File: src/rtl/ahbl_bus_pkg.sv
//********************************************************************
// AHB-Lite bus types and encodings shared by every matrix block.
// HRESP is the one-bit AHB-Lite response, so only OKAY and ERROR exist.
// The slot field is the top address nibble and the rest is the offset.
//********************************************************************
package ahbl_bus_pkg;

	localparam int SLOT_W   = 4;           // Top nibble selects the slot
	localparam int OFFSET_W = 28;

	typedef logic [31:0] haddr_t;
	typedef logic [31:0] hdata_t;
	typedef logic [1:0]  htrans_t;
	typedef logic [2:0]  hsize_t;
	typedef logic [2:0]  hburst_t;
	typedef logic        hresp_t;

	localparam htrans_t HTRANS_IDLE   = 2'b00;
	localparam htrans_t HTRANS_BUSY   = 2'b01;
	localparam htrans_t HTRANS_NONSEQ = 2'b10;
	localparam htrans_t HTRANS_SEQ    = 2'b11;

	localparam hresp_t HRESP_OKAY  = 1'b0;
	localparam hresp_t HRESP_ERROR = 1'b1;

	typedef struct packed {
		logic [SLOT_W-1:0]   slot;
		logic [OFFSET_W-1:0] offset;
	} haddr_fields_t;

	// Same word seen flat by the slave, split by the decoder
	typedef union packed {
		haddr_t        flat;
		haddr_fields_t field;
	} haddr_u;

endpackage
File: src/rtl/ahbl_map_pkg.sv
//********************************************************************
// Memory map of the two-master, four-slot matrix.
// Slot numbers above NUM_SLOTS-1 are unmapped and answer with ERROR.
// Remap only applies to master 0 and swaps the two slots named here.
//********************************************************************
package ahbl_map_pkg;

	import ahbl_bus_pkg::*;

	localparam int NUM_MASTERS = 2;
	localparam int NUM_SLOTS   = 4;

	typedef logic [NUM_SLOTS-1:0]           slot_vec_t;     // One bit per slot
	typedef logic [NUM_MASTERS-1:0]         master_vec_t;   // One bit per master
	typedef logic [SLOT_W-1:0]              slot_id_t;      // Decoded address nibble
	typedef logic [$clog2(NUM_MASTERS)-1:0] master_idx_t;

	// Allowed slots per master, bit n is slot n
	localparam slot_vec_t M_SLOT_ENABLE [NUM_MASTERS] = '{
		4'b1111,   // Master 0 reaches every slot
		4'b0111    // Master 1 is kept out of slot 3
	};

	// Pair of slots swapped while remap is high
	localparam slot_id_t REMAP_SLOT_A = 4'd0;
	localparam slot_id_t REMAP_SLOT_B = 4'd1;

endpackage

File: src/rtl/ahbl_matrix.sv
//********************************************************************
// Two-master, four-slot AHB-Lite bus matrix.
// Slot n of the slave arrays answers the address nibble n.
// Remap is offered to master 0 only. HPROT is not carried.
// Reset is synchronous and active low.
//********************************************************************
`timescale 1ns/1ps

module ahbl_matrix (
	input  logic                          hclk,
	input  logic                          rst_n,
	input  logic                          remap_m0,
	input  ahbl_bus_pkg::haddr_t          haddr_m0,
	input  ahbl_bus_pkg::htrans_t         htrans_m0,
	input  logic                          hwrite_m0,
	input  ahbl_bus_pkg::hsize_t          hsize_m0,
	input  ahbl_bus_pkg::hburst_t         hburst_m0,
	input  logic                          hmastlock_m0,
	input  ahbl_bus_pkg::hdata_t          hwdata_m0,
	output ahbl_bus_pkg::hdata_t          hrdata_m0,
	output logic                          hready_m0,
	output ahbl_bus_pkg::hresp_t          hresp_m0,
	input  ahbl_bus_pkg::haddr_t          haddr_m1,
	input  ahbl_bus_pkg::htrans_t         htrans_m1,
	input  logic                          hwrite_m1,
	input  ahbl_bus_pkg::hsize_t          hsize_m1,
	input  ahbl_bus_pkg::hburst_t         hburst_m1,
	input  logic                          hmastlock_m1,
	input  ahbl_bus_pkg::hdata_t          hwdata_m1,
	output ahbl_bus_pkg::hdata_t          hrdata_m1,
	output logic                          hready_m1,
	output ahbl_bus_pkg::hresp_t          hresp_m1,
	output wire ahbl_map_pkg::slot_vec_t  hsel_s,
	output ahbl_bus_pkg::haddr_t          haddr_s [ahbl_map_pkg::NUM_SLOTS],
	output ahbl_bus_pkg::htrans_t         htrans_s [ahbl_map_pkg::NUM_SLOTS],
	output wire ahbl_map_pkg::slot_vec_t  hwrite_s,
	output ahbl_bus_pkg::hsize_t          hsize_s [ahbl_map_pkg::NUM_SLOTS],
	output ahbl_bus_pkg::hburst_t         hburst_s [ahbl_map_pkg::NUM_SLOTS],
	output wire ahbl_map_pkg::slot_vec_t  hmastlock_s,
	output ahbl_bus_pkg::hdata_t          hwdata_s [ahbl_map_pkg::NUM_SLOTS],
	output wire ahbl_map_pkg::slot_vec_t  hready_s,
	input  ahbl_bus_pkg::hdata_t          hrdata_s [ahbl_map_pkg::NUM_SLOTS],
	input  ahbl_map_pkg::slot_vec_t       hreadyout_s,
	input  ahbl_bus_pkg::hresp_t          hresp_s [ahbl_map_pkg::NUM_SLOTS]
);
	import ahbl_bus_pkg::*;
	import ahbl_map_pkg::*;

	// Master ports gathered into arrays, index is the master number
	haddr_t  m_haddr [NUM_MASTERS];
	htrans_t m_htrans [NUM_MASTERS];
	hsize_t  m_hsize [NUM_MASTERS];
	hburst_t m_hburst [NUM_MASTERS];
	hdata_t  m_hwdata [NUM_MASTERS];
	hdata_t  m_hrdata [NUM_MASTERS];
	hresp_t  m_hresp [NUM_MASTERS];
	wire master_vec_t m_remap = {1'b0, remap_m0};   // No remap for master 1
	wire master_vec_t m_hwrite = {hwrite_m1, hwrite_m0};
	wire master_vec_t m_hmastlock = {hmastlock_m1, hmastlock_m0};
	wire master_vec_t m_hready;

	// Held address phases broadcast to all slave stages
	haddr_t  a_haddr [NUM_MASTERS];
	htrans_t a_htrans [NUM_MASTERS];
	hsize_t  a_hsize [NUM_MASTERS];
	hburst_t a_hburst [NUM_MASTERS];
	hdata_t  a_hwdata [NUM_MASTERS];
	wire master_vec_t a_hwrite;
	wire master_vec_t a_hmastlock;

	wire slot_vec_t   m_req [NUM_MASTERS];
	wire slot_vec_t   m_grant [NUM_MASTERS];
	wire master_vec_t s_req [NUM_SLOTS];
	wire master_vec_t s_grant [NUM_SLOTS];

	assign m_haddr  = '{haddr_m0, haddr_m1};
	assign m_htrans = '{htrans_m0, htrans_m1};
	assign m_hsize  = '{hsize_m0, hsize_m1};
	assign m_hburst = '{hburst_m0, hburst_m1};
	assign m_hwdata = '{hwdata_m0, hwdata_m1};

	assign hrdata_m0 = m_hrdata[0];
	assign hready_m0 = m_hready[0];
	assign hresp_m0  = m_hresp[0];
	assign hrdata_m1 = m_hrdata[1];
	assign hready_m1 = m_hready[1];
	assign hresp_m1  = m_hresp[1];

	for (genvar m = 0; m < NUM_MASTERS; m++) begin : g_master
		ahbl_master_stage u_master (
			.hclk        (hclk),
			.rst_n       (rst_n),
			.remap       (m_remap[m]),
			.slot_enable (M_SLOT_ENABLE[m]),
			.haddr       (m_haddr[m]),
			.htrans      (m_htrans[m]),
			.hwrite      (m_hwrite[m]),
			.hsize       (m_hsize[m]),
			.hburst      (m_hburst[m]),
			.hmastlock   (m_hmastlock[m]),
			.hwdata      (m_hwdata[m]),
			.hready      (m_hready[m]),
			.hresp       (m_hresp[m]),
			.hrdata      (m_hrdata[m]),
			.grant       (m_grant[m]),
			.s_hrdata    (hrdata_s),
			.s_hreadyout (hreadyout_s),
			.s_hresp     (hresp_s),
			.req         (m_req[m]),
			.a_haddr     (a_haddr[m]),
			.a_htrans    (a_htrans[m]),
			.a_hwrite    (a_hwrite[m]),
			.a_hsize     (a_hsize[m]),
			.a_hburst    (a_hburst[m]),
			.a_hmastlock (a_hmastlock[m]),
			.a_hwdata    (a_hwdata[m])
		);

		for (genvar s = 0; s < NUM_SLOTS; s++) begin : g_xpose
			assign s_req[s][m]   = m_req[m][s];
			assign m_grant[m][s] = s_grant[s][m];
		end
	end

	for (genvar s = 0; s < NUM_SLOTS; s++) begin : g_slave
		ahbl_slave_stage u_slave (
			.hclk        (hclk),
			.rst_n       (rst_n),
			.req         (s_req[s]),
			.m_haddr     (a_haddr),
			.m_htrans    (a_htrans),
			.m_hwrite    (a_hwrite),
			.m_hsize     (a_hsize),
			.m_hburst    (a_hburst),
			.m_hmastlock (a_hmastlock),
			.m_hwdata    (a_hwdata),
			.hreadyout   (hreadyout_s[s]),
			.grant       (s_grant[s]),
			.hsel        (hsel_s[s]),
			.haddr       (haddr_s[s]),
			.htrans      (htrans_s[s]),
			.hwrite      (hwrite_s[s]),
			.hsize       (hsize_s[s]),
			.hburst      (hburst_s[s]),
			.hmastlock   (hmastlock_s[s]),
			.hwdata      (hwdata_s[s]),
			.hready      (hready_s[s])
		);
	end

endmodule

File: src/rtl/ahbl_slave_stage.sv
//********************************************************************
// Slave-side stage of the matrix.
// Round-robin between the masters, starting after the last owner.
// While the owner keeps HMASTLOCK high no other master is granted.
// A SEQ beat that follows another master's transfer goes out as NONSEQ.
// The slave's HREADY input is its own HREADYOUT.
//********************************************************************
`timescale 1ns/1ps

module ahbl_slave_stage (
	input  logic                       hclk,
	input  logic                       rst_n,
	input  ahbl_map_pkg::master_vec_t  req,
	input  ahbl_bus_pkg::haddr_t       m_haddr [ahbl_map_pkg::NUM_MASTERS],
	input  ahbl_bus_pkg::htrans_t      m_htrans [ahbl_map_pkg::NUM_MASTERS],
	input  ahbl_map_pkg::master_vec_t  m_hwrite,
	input  ahbl_bus_pkg::hsize_t       m_hsize [ahbl_map_pkg::NUM_MASTERS],
	input  ahbl_bus_pkg::hburst_t      m_hburst [ahbl_map_pkg::NUM_MASTERS],
	input  ahbl_map_pkg::master_vec_t  m_hmastlock,
	input  ahbl_bus_pkg::hdata_t       m_hwdata [ahbl_map_pkg::NUM_MASTERS],
	input  logic                       hreadyout,
	output ahbl_map_pkg::master_vec_t  grant,
	output logic                       hsel,
	output ahbl_bus_pkg::haddr_t       haddr,
	output ahbl_bus_pkg::htrans_t      htrans,
	output logic                       hwrite,
	output ahbl_bus_pkg::hsize_t       hsize,
	output ahbl_bus_pkg::hburst_t      hburst,
	output logic                       hmastlock,
	output ahbl_bus_pkg::hdata_t       hwdata,
	output logic                       hready
);
	import ahbl_bus_pkg::*;
	import ahbl_map_pkg::*;

	master_idx_t owner_q;      // Last accepted master, owns the data phase
	logic        lock_q;       // Owner's last accepted transfer was locked
	logic        lock_active;
	master_idx_t win;
	logic        found;
	logic        accept;

	// Lock holds as long as the owner keeps HMASTLOCK up
	assign lock_active = lock_q & m_hmastlock[owner_q];

	always_comb begin
		win   = owner_q;
		found = 1'b0;
		if (lock_active) begin
			found = req[owner_q];
		end else begin
			for (int k = 1; k <= NUM_MASTERS; k++) begin
				if (!found && req[(int'(owner_q) + k) % NUM_MASTERS]) begin
					win   = master_idx_t'((int'(owner_q) + k) % NUM_MASTERS);
					found = 1'b1;
				end
			end
		end
	end

	// Address phase is taken only when the slave is ready
	assign accept = found & hreadyout;
	assign grant  = accept ? master_vec_t'(1) << win : '0;

	assign hsel      = found;
	assign haddr     = m_haddr[win];
	assign hwrite    = m_hwrite[win];
	assign hsize     = m_hsize[win];
	assign hburst    = m_hburst[win];
	assign hmastlock = m_hmastlock[win];

	always_comb begin
		htrans = HTRANS_IDLE;
		if (found) begin
			htrans = m_htrans[win];
			if (m_htrans[win] == HTRANS_SEQ && win != owner_q) begin
				htrans = HTRANS_NONSEQ;   // Burst broken by the other master
			end
		end
	end

	assign hwdata = m_hwdata[owner_q];
	assign hready = hreadyout;

	always_ff @(posedge hclk) begin
		if (!rst_n) begin
			owner_q <= '0;
			lock_q  <= 1'b0;
		end else if (accept) begin
			owner_q <= win;
			lock_q  <= m_hmastlock[win];
		end else begin
			lock_q  <= lock_active;
		end
	end

	a_grant_onehot: assert property (@(posedge hclk) disable iff (!rst_n) $onehot0(grant))
		else $error("slave stage grants more than one master");

endmodule

File: src/rtl/ahbl_master_stage.sv
//********************************************************************
// Master-side stage of the matrix.
// An address phase that is not granted at once is held here and the
// master sees HREADY low until its slave stage grants it.
// Disabled or unmapped slots get the two-cycle ERROR response.
// BUSY and IDLE are not forwarded to any slave.
//********************************************************************
`timescale 1ns/1ps

module ahbl_master_stage (
	input  logic                     hclk,
	input  logic                     rst_n,
	input  logic                     remap,
	input  ahbl_map_pkg::slot_vec_t  slot_enable,
	input  ahbl_bus_pkg::haddr_t     haddr,
	input  ahbl_bus_pkg::htrans_t    htrans,
	input  logic                     hwrite,
	input  ahbl_bus_pkg::hsize_t     hsize,
	input  ahbl_bus_pkg::hburst_t    hburst,
	input  logic                     hmastlock,
	input  ahbl_bus_pkg::hdata_t     hwdata,
	output logic                     hready,
	output ahbl_bus_pkg::hresp_t     hresp,
	output ahbl_bus_pkg::hdata_t     hrdata,
	input  ahbl_map_pkg::slot_vec_t  grant,
	input  ahbl_bus_pkg::hdata_t     s_hrdata [ahbl_map_pkg::NUM_SLOTS],
	input  ahbl_map_pkg::slot_vec_t  s_hreadyout,
	input  ahbl_bus_pkg::hresp_t     s_hresp [ahbl_map_pkg::NUM_SLOTS],
	output ahbl_map_pkg::slot_vec_t  req,
	output ahbl_bus_pkg::haddr_t     a_haddr,
	output ahbl_bus_pkg::htrans_t    a_htrans,
	output logic                     a_hwrite,
	output ahbl_bus_pkg::hsize_t     a_hsize,
	output ahbl_bus_pkg::hburst_t    a_hburst,
	output logic                     a_hmastlock,
	output ahbl_bus_pkg::hdata_t     a_hwdata
);
	import ahbl_bus_pkg::*;
	import ahbl_map_pkg::*;

	haddr_u    in_u;
	haddr_u    out_u;
	slot_id_t  slot_phys;
	slot_vec_t live_sel;
	logic      live_ok;
	logic      xfer;
	logic      accepted;

	logic      hold_q;      // Address phase waiting for a grant
	logic      err1_q;      // Default slave, first ERROR cycle
	logic      err2_q;      // Default slave, second ERROR cycle
	slot_vec_t d_sel;       // Slot owning the current data phase
	logic      d_ready;
	hresp_t    d_resp;

	haddr_t    h_haddr;
	htrans_t   h_htrans;
	logic      h_hwrite;
	hsize_t    h_hsize;
	hburst_t   h_hburst;
	logic      h_hmastlock;
	slot_vec_t h_sel;

	assign in_u.flat = haddr;

	// Remap swaps two slots and the slave sees the physical slot number
	always_comb begin
		slot_phys = in_u.field.slot;
		if (remap && in_u.field.slot == REMAP_SLOT_A) begin
			slot_phys = REMAP_SLOT_B;
		end else if (remap && in_u.field.slot == REMAP_SLOT_B) begin
			slot_phys = REMAP_SLOT_A;
		end
		out_u            = in_u;
		out_u.field.slot = slot_phys;
	end

	assign live_sel = (slot_phys < NUM_SLOTS) ? (slot_vec_t'(1) << slot_phys) & slot_enable : '0;
	assign live_ok  = |live_sel;
	assign xfer     = hready && (htrans != HTRANS_IDLE) && (htrans != HTRANS_BUSY);

	assign req      = hold_q ? h_sel : (xfer ? live_sel : '0);
	assign accepted = |(grant & req);

	// Held fields win over the live bus while a request is pending
	assign a_haddr     = hold_q ? h_haddr : out_u.flat;
	assign a_htrans    = hold_q ? h_htrans : htrans;
	assign a_hwrite    = hold_q ? h_hwrite : hwrite;
	assign a_hsize     = hold_q ? h_hsize : hsize;
	assign a_hburst    = hold_q ? h_hburst : hburst;
	assign a_hmastlock = hold_q ? h_hmastlock : hmastlock;
	assign a_hwdata    = hwdata;   // Master keeps it stable through the data phase

	always_ff @(posedge hclk) begin
		if (!rst_n) begin
			hold_q <= 1'b0;
			err1_q <= 1'b0;
			err2_q <= 1'b0;
			d_sel  <= '0;
		end else if (hold_q) begin
			if (accepted) begin
				hold_q <= 1'b0;
				d_sel  <= h_sel;
			end
		end else if (err1_q) begin
			err1_q <= 1'b0;
			err2_q <= 1'b1;
		end else if (hready) begin
			err2_q <= 1'b0;
			err1_q <= xfer & ~live_ok;
			hold_q <= xfer & live_ok & ~accepted;
			d_sel  <= accepted ? live_sel : '0;
		end
	end

	always_ff @(posedge hclk) begin
		if (!hold_q) begin   // Frozen while waiting
			h_haddr     <= out_u.flat;
			h_htrans    <= htrans;
			h_hwrite    <= hwrite;
			h_hsize     <= hsize;
			h_hburst    <= hburst;
			h_hmastlock <= hmastlock;
			h_sel       <= live_sel;
		end
	end

	// Return path from the data-phase slot
	always_comb begin
		hrdata = '0;
		d_resp = HRESP_OKAY;
		for (int s = 0; s < NUM_SLOTS; s++) begin
			if (d_sel[s]) begin
				hrdata = s_hrdata[s];
				d_resp = s_hresp[s];
			end
		end
	end

	assign d_ready = (d_sel == '0) || |(d_sel & s_hreadyout);
	assign hready  = ~hold_q & ~err1_q & d_ready;
	assign hresp   = (err1_q | err2_q) ? HRESP_ERROR : d_resp;

	a_req_onehot: assert property (@(posedge hclk) disable iff (!rst_n) $onehot0(req))
		else $error("master stage request is not one-hot");

	a_req_enabled: assert property (@(posedge hclk) disable iff (!rst_n)
		(req & ~slot_enable) == '0)
		else $error("master stage requests a disabled slot");

endmodule

File: config.mk
export PLATFORM = sky130hd
export DESIGN_NAME = ahbl_matrix
export DESIGN_NICKNAME = d
export VERILOG_FILES = /design/src/rtl/ahbl_bus_pkg.sv /design/src/rtl/ahbl_map_pkg.sv /design/src/rtl/ahbl_matrix.sv /design/src/rtl/ahbl_slave_stage.sv /design/src/rtl/ahbl_master_stage.sv
export SDC_FILE = /design/constraint.sdc
export NUM_CORES = 1
export LEC_CHECK = 0
export ABC_AREA = 1
export BUFFER_PORTS_ARGS = -buffer_cell sky130_fd_sc_hd__buf_2
export CORE_AREA = 2 2 255 257
export CTS_BUF_LIST = sky130_fd_sc_hd__clkbuf_8 sky130_fd_sc_hd__clkbuf_16
export DETAILED_ROUTE_END_ITERATION = 8
export DIE_AREA = 0 0 257 259
export GPL_ROUTABILITY_DRIVEN = 0
export GPL_TIMING_DRIVEN = 0
export PLACE_DENSITY = 0.53
export SLEW_MARGIN = 15
export SYNTH_ARGS = -nofsm -noshare
export SYNTH_HDL_FRONTEND = slang
export SYNTH_HIERARCHICAL = 1
export SYNTH_SLANG_ARGS = --single-unit
File: constraint.sdc
create_clock -name hclk -period 2.8 [get_ports hclk]
set_clock_uncertainty 0.2 [all_clocks]
set_input_delay 0.14 -clock hclk [delete_from_list [all_inputs] [get_ports hclk]]
set_output_delay 0.14 -clock hclk [all_outputs]
set_load 0.01 [all_outputs]
==> metrics.txt <==
die height=259 um; initial antenna violation count=8; sequential share of the synthesized area=20.19%; crit end category=output port; WL/cell=19.20 um; Leakage=11.37 nW; CP arrival=2490 ps; GR Util met2=36.34%; Initial Util=18.31%; final hold violation count=0; GR Util met3=5.438%; number of synthesized flops with an enable pin=8; Max Cap Viol=0; Final HPWL DP=55.92 mm; Yosys top cell by area=nand2_1; mux contribution to synthesized area=0%; crit share post-route=100.9%; GRT Max-Usage Layer=met2; synthesized cell area=0.01170 mm2; clock root buffer=clkbuf_16; Post-DRT Antenna Nets=0; FP Rows=93; # IOs=659; Total Power=12.93 mW; DRC=0; total grt overflow=0; fmax=353.8 MHz; status=finished with violations; Netlist cell types=35; mean post-synth cell area=5.279 um2; complex-gate fraction of the synthesized area=11.14%; Synth Flop Type=dfxtp_1; global-route wire length before repair=104.6 mm; Max VDD drop=0.4055 mV; post-layout min period=2827 ps; share of layout cells above drive strength 1=39.38%; slew at the pin closest to its max-slew limit=884.4 ps; final setup vio count=2; cell area after placement=0.01579 mm2; RSZ-0062 raised after global routing=yes; Post-synth ARST share=0%; Max clock buf depth=2; CORE AREA=0.06388 mm2; Worst EP required=2460 ps; synth warn=6; GRT Total Usage=20.74%; violated checks=negative setup slack; final hold slack=17.11 ps; Slew headroom=40.42%; Worst setup SP type=flip-flop; nets=3,307; Iter 0 DRT Violations=1,443; Synth Register Bits=114; final wirelength=74.67 mm; clock sink count=114; largest family of logic cells by synthesized area=simple AND/OR/NAND/NOR gates; H-tree depth=4; Synth top area share=42.93%; met1 usage=24.61%; PwrDens=625.6 mW/mm2; worst skew pair latency=440 ps; Via Count=17,420; final instance area=0.02066 mm2; commonest non-fill, non-tap cells in the layout=1,149 x nand2_1, 519 x buf_2, 147 x buf_4, 131 x nand2_2, 129 x o21ai_0; CTS tree=yes; Slew Limit Fails=0; drt first pass iters=6; vias in the first global route=16,200; TritonCTS buffer count=17; Post-Synth XOR/XNOR Area=0%; leading cell type in the layout, fill and taps excluded=nand2_1; crit path max fanout=6; vias per std cell=4.478; Port Buffers=594; Final WS setup=-26.57 ps; Reg clk slew, reported paths=60 ps; area grow syn2layout=76.63%; Synth area leaders=nand2_1 43%, dfxtp_1 18%, o21ai_0 5.8%, nand3_1 4.4%, buf_4 4.4%; Synth Area in Adders=0%; worst hold path type=input port to flip-flop; Die ar.=0.06656 mm2; post-synthesis simple-gate area fraction=56.15%; largest net degree at the start of global routing=19; Mapped Cells=2,216; Die W=257 um; critical path type=flip-flop to output port
[cell usage after synthesis, types with 12 or more instances]
| cell | instances |
|---|---|
| inv_1 | 68 |
| buf_6 | 14 |
| nand2_4 | 20 |
| nand2_1 | 1338 |
| buf_2 | 30 |
| nor2_1 | 52 |
| o21ai_0 | 136 |
| a21oi_1 | 72 |
| nand3_1 | 102 |
| nand2_2 | 20 |
| dfxtp_1 | 106 |
| inv_2 | 12 |
| nor2_4 | 12 |
| buf_4 | 68 |
| clkbuf_1 | 82 |
[cells by family after synthesis]
family,count (synthesis)
and+or+nand+nor,1582
buffers and inverters,282
other,2
DFF,114
AOI/OAI and AO/OA,236
[worst max-delay path, cell delays in order (launching register included)]
cell and delay, ps:
dfxtp_4 360, buf_6 130, nor2_4 180, nand3_4 110, o21ai_4 200, nand2_2 110
o21ai_4 100, inv_2 70, nand2_4 100, nand2_8 120, buf_8 180, nand2_4 50
nand3_2 50, nor2_1 110, buf_4 150
[path summary, 6_finish.rpt]
| kind | startpoint | endpoint | slack, ps | depth (start not counted) |
|---|---|---|---|---|
| worst max-delay path | g_master[0].u_master/hold_q$_SDFF_PN0_ | htrans_s[4] | -30 | 14 |
| worst min-delay path | hreadyout_s[3] | g_slave[3].u_slave/owner_q$_SDFFE_PN0P_ | 20 | 5 |
| worst max register to register | g_master[1].u_master/d_sel[2]$_SDFFE_PN0P_ | g_master[1].u_master/d_sel[0]$_SDFFE_PN0P_ | 40 | 21 |
| worst min register to register | g_master[1].u_master/err2_q$_SDFFE_PN0P_ | g_master[1].u_master/err2_q$_SDFFE_PN0P_ | 310 | 2 |
[layout make-up]
class / instances / area, um2
multi-input cells: 1829 / 9169
repair buffers: 788 / 5550
plain buffers: 188 / 1493
clock buffers: 22 / 505.5
flip-flops and latches: 114 / 2392
well taps: 855 / 1070
fillers: 7088 / 43220
inverters: 82 / 325.3
clock inverters: 9 / 151.4
diodes: 3 / 7.507
[registers in the layout (all words and copies together) (netlist names), 4 cells and up]
register	count
g_slave.u_slave/lock_q	4
g_master.u_master/h_hsize	6
g_master.u_master/h_haddr	64
g_slave.u_slave/owner_q	4
g_master.u_master/h_sel	8
g_master.u_master/h_htrans	4
g_master.u_master/h_hburst	6
g_master.u_master/d_sel	8
[metal layers]
metal,wire [um],vias up
met4,2547,2
li1,-,8435
met1,29600,7929
met3,6540,133
met5,12,-
met2,35970,921
[metrics by stage]
stage	setup TNS (ps)	utilization (%)	std cells	setup WS (ps)
floorplan	0	-	2223	16.92
global placement	-86410	24.71	3672	-1048
detailed placement	-86960	24.71	3672	-1049
CTS	-1096	30.09	3863	-100.4
global route	-5843	32.34	3889	-128.7
finish	-30.64	32.35	3890	-26.57
[report_power, final]
part	internal [mW]	switching, mW	leakage (nW)
registers	1.87	0.172	0.991
clock network	1.63	0.834	0.322
logic	3.15	5.27	10.1
total	6.65	6.28	11.4
[repair_timing]
action                                  in CTS  in global routing
gates resized for setup                    278                344
cloned                                      11                  6
buffers inserted                            64                 35
hold endpoints to repair                   105                  0
endpoints found under the setup margin     192                185
pin swaps                                   64                137
hold buffers                                88                  0
(Power assumes the default switching activity.)
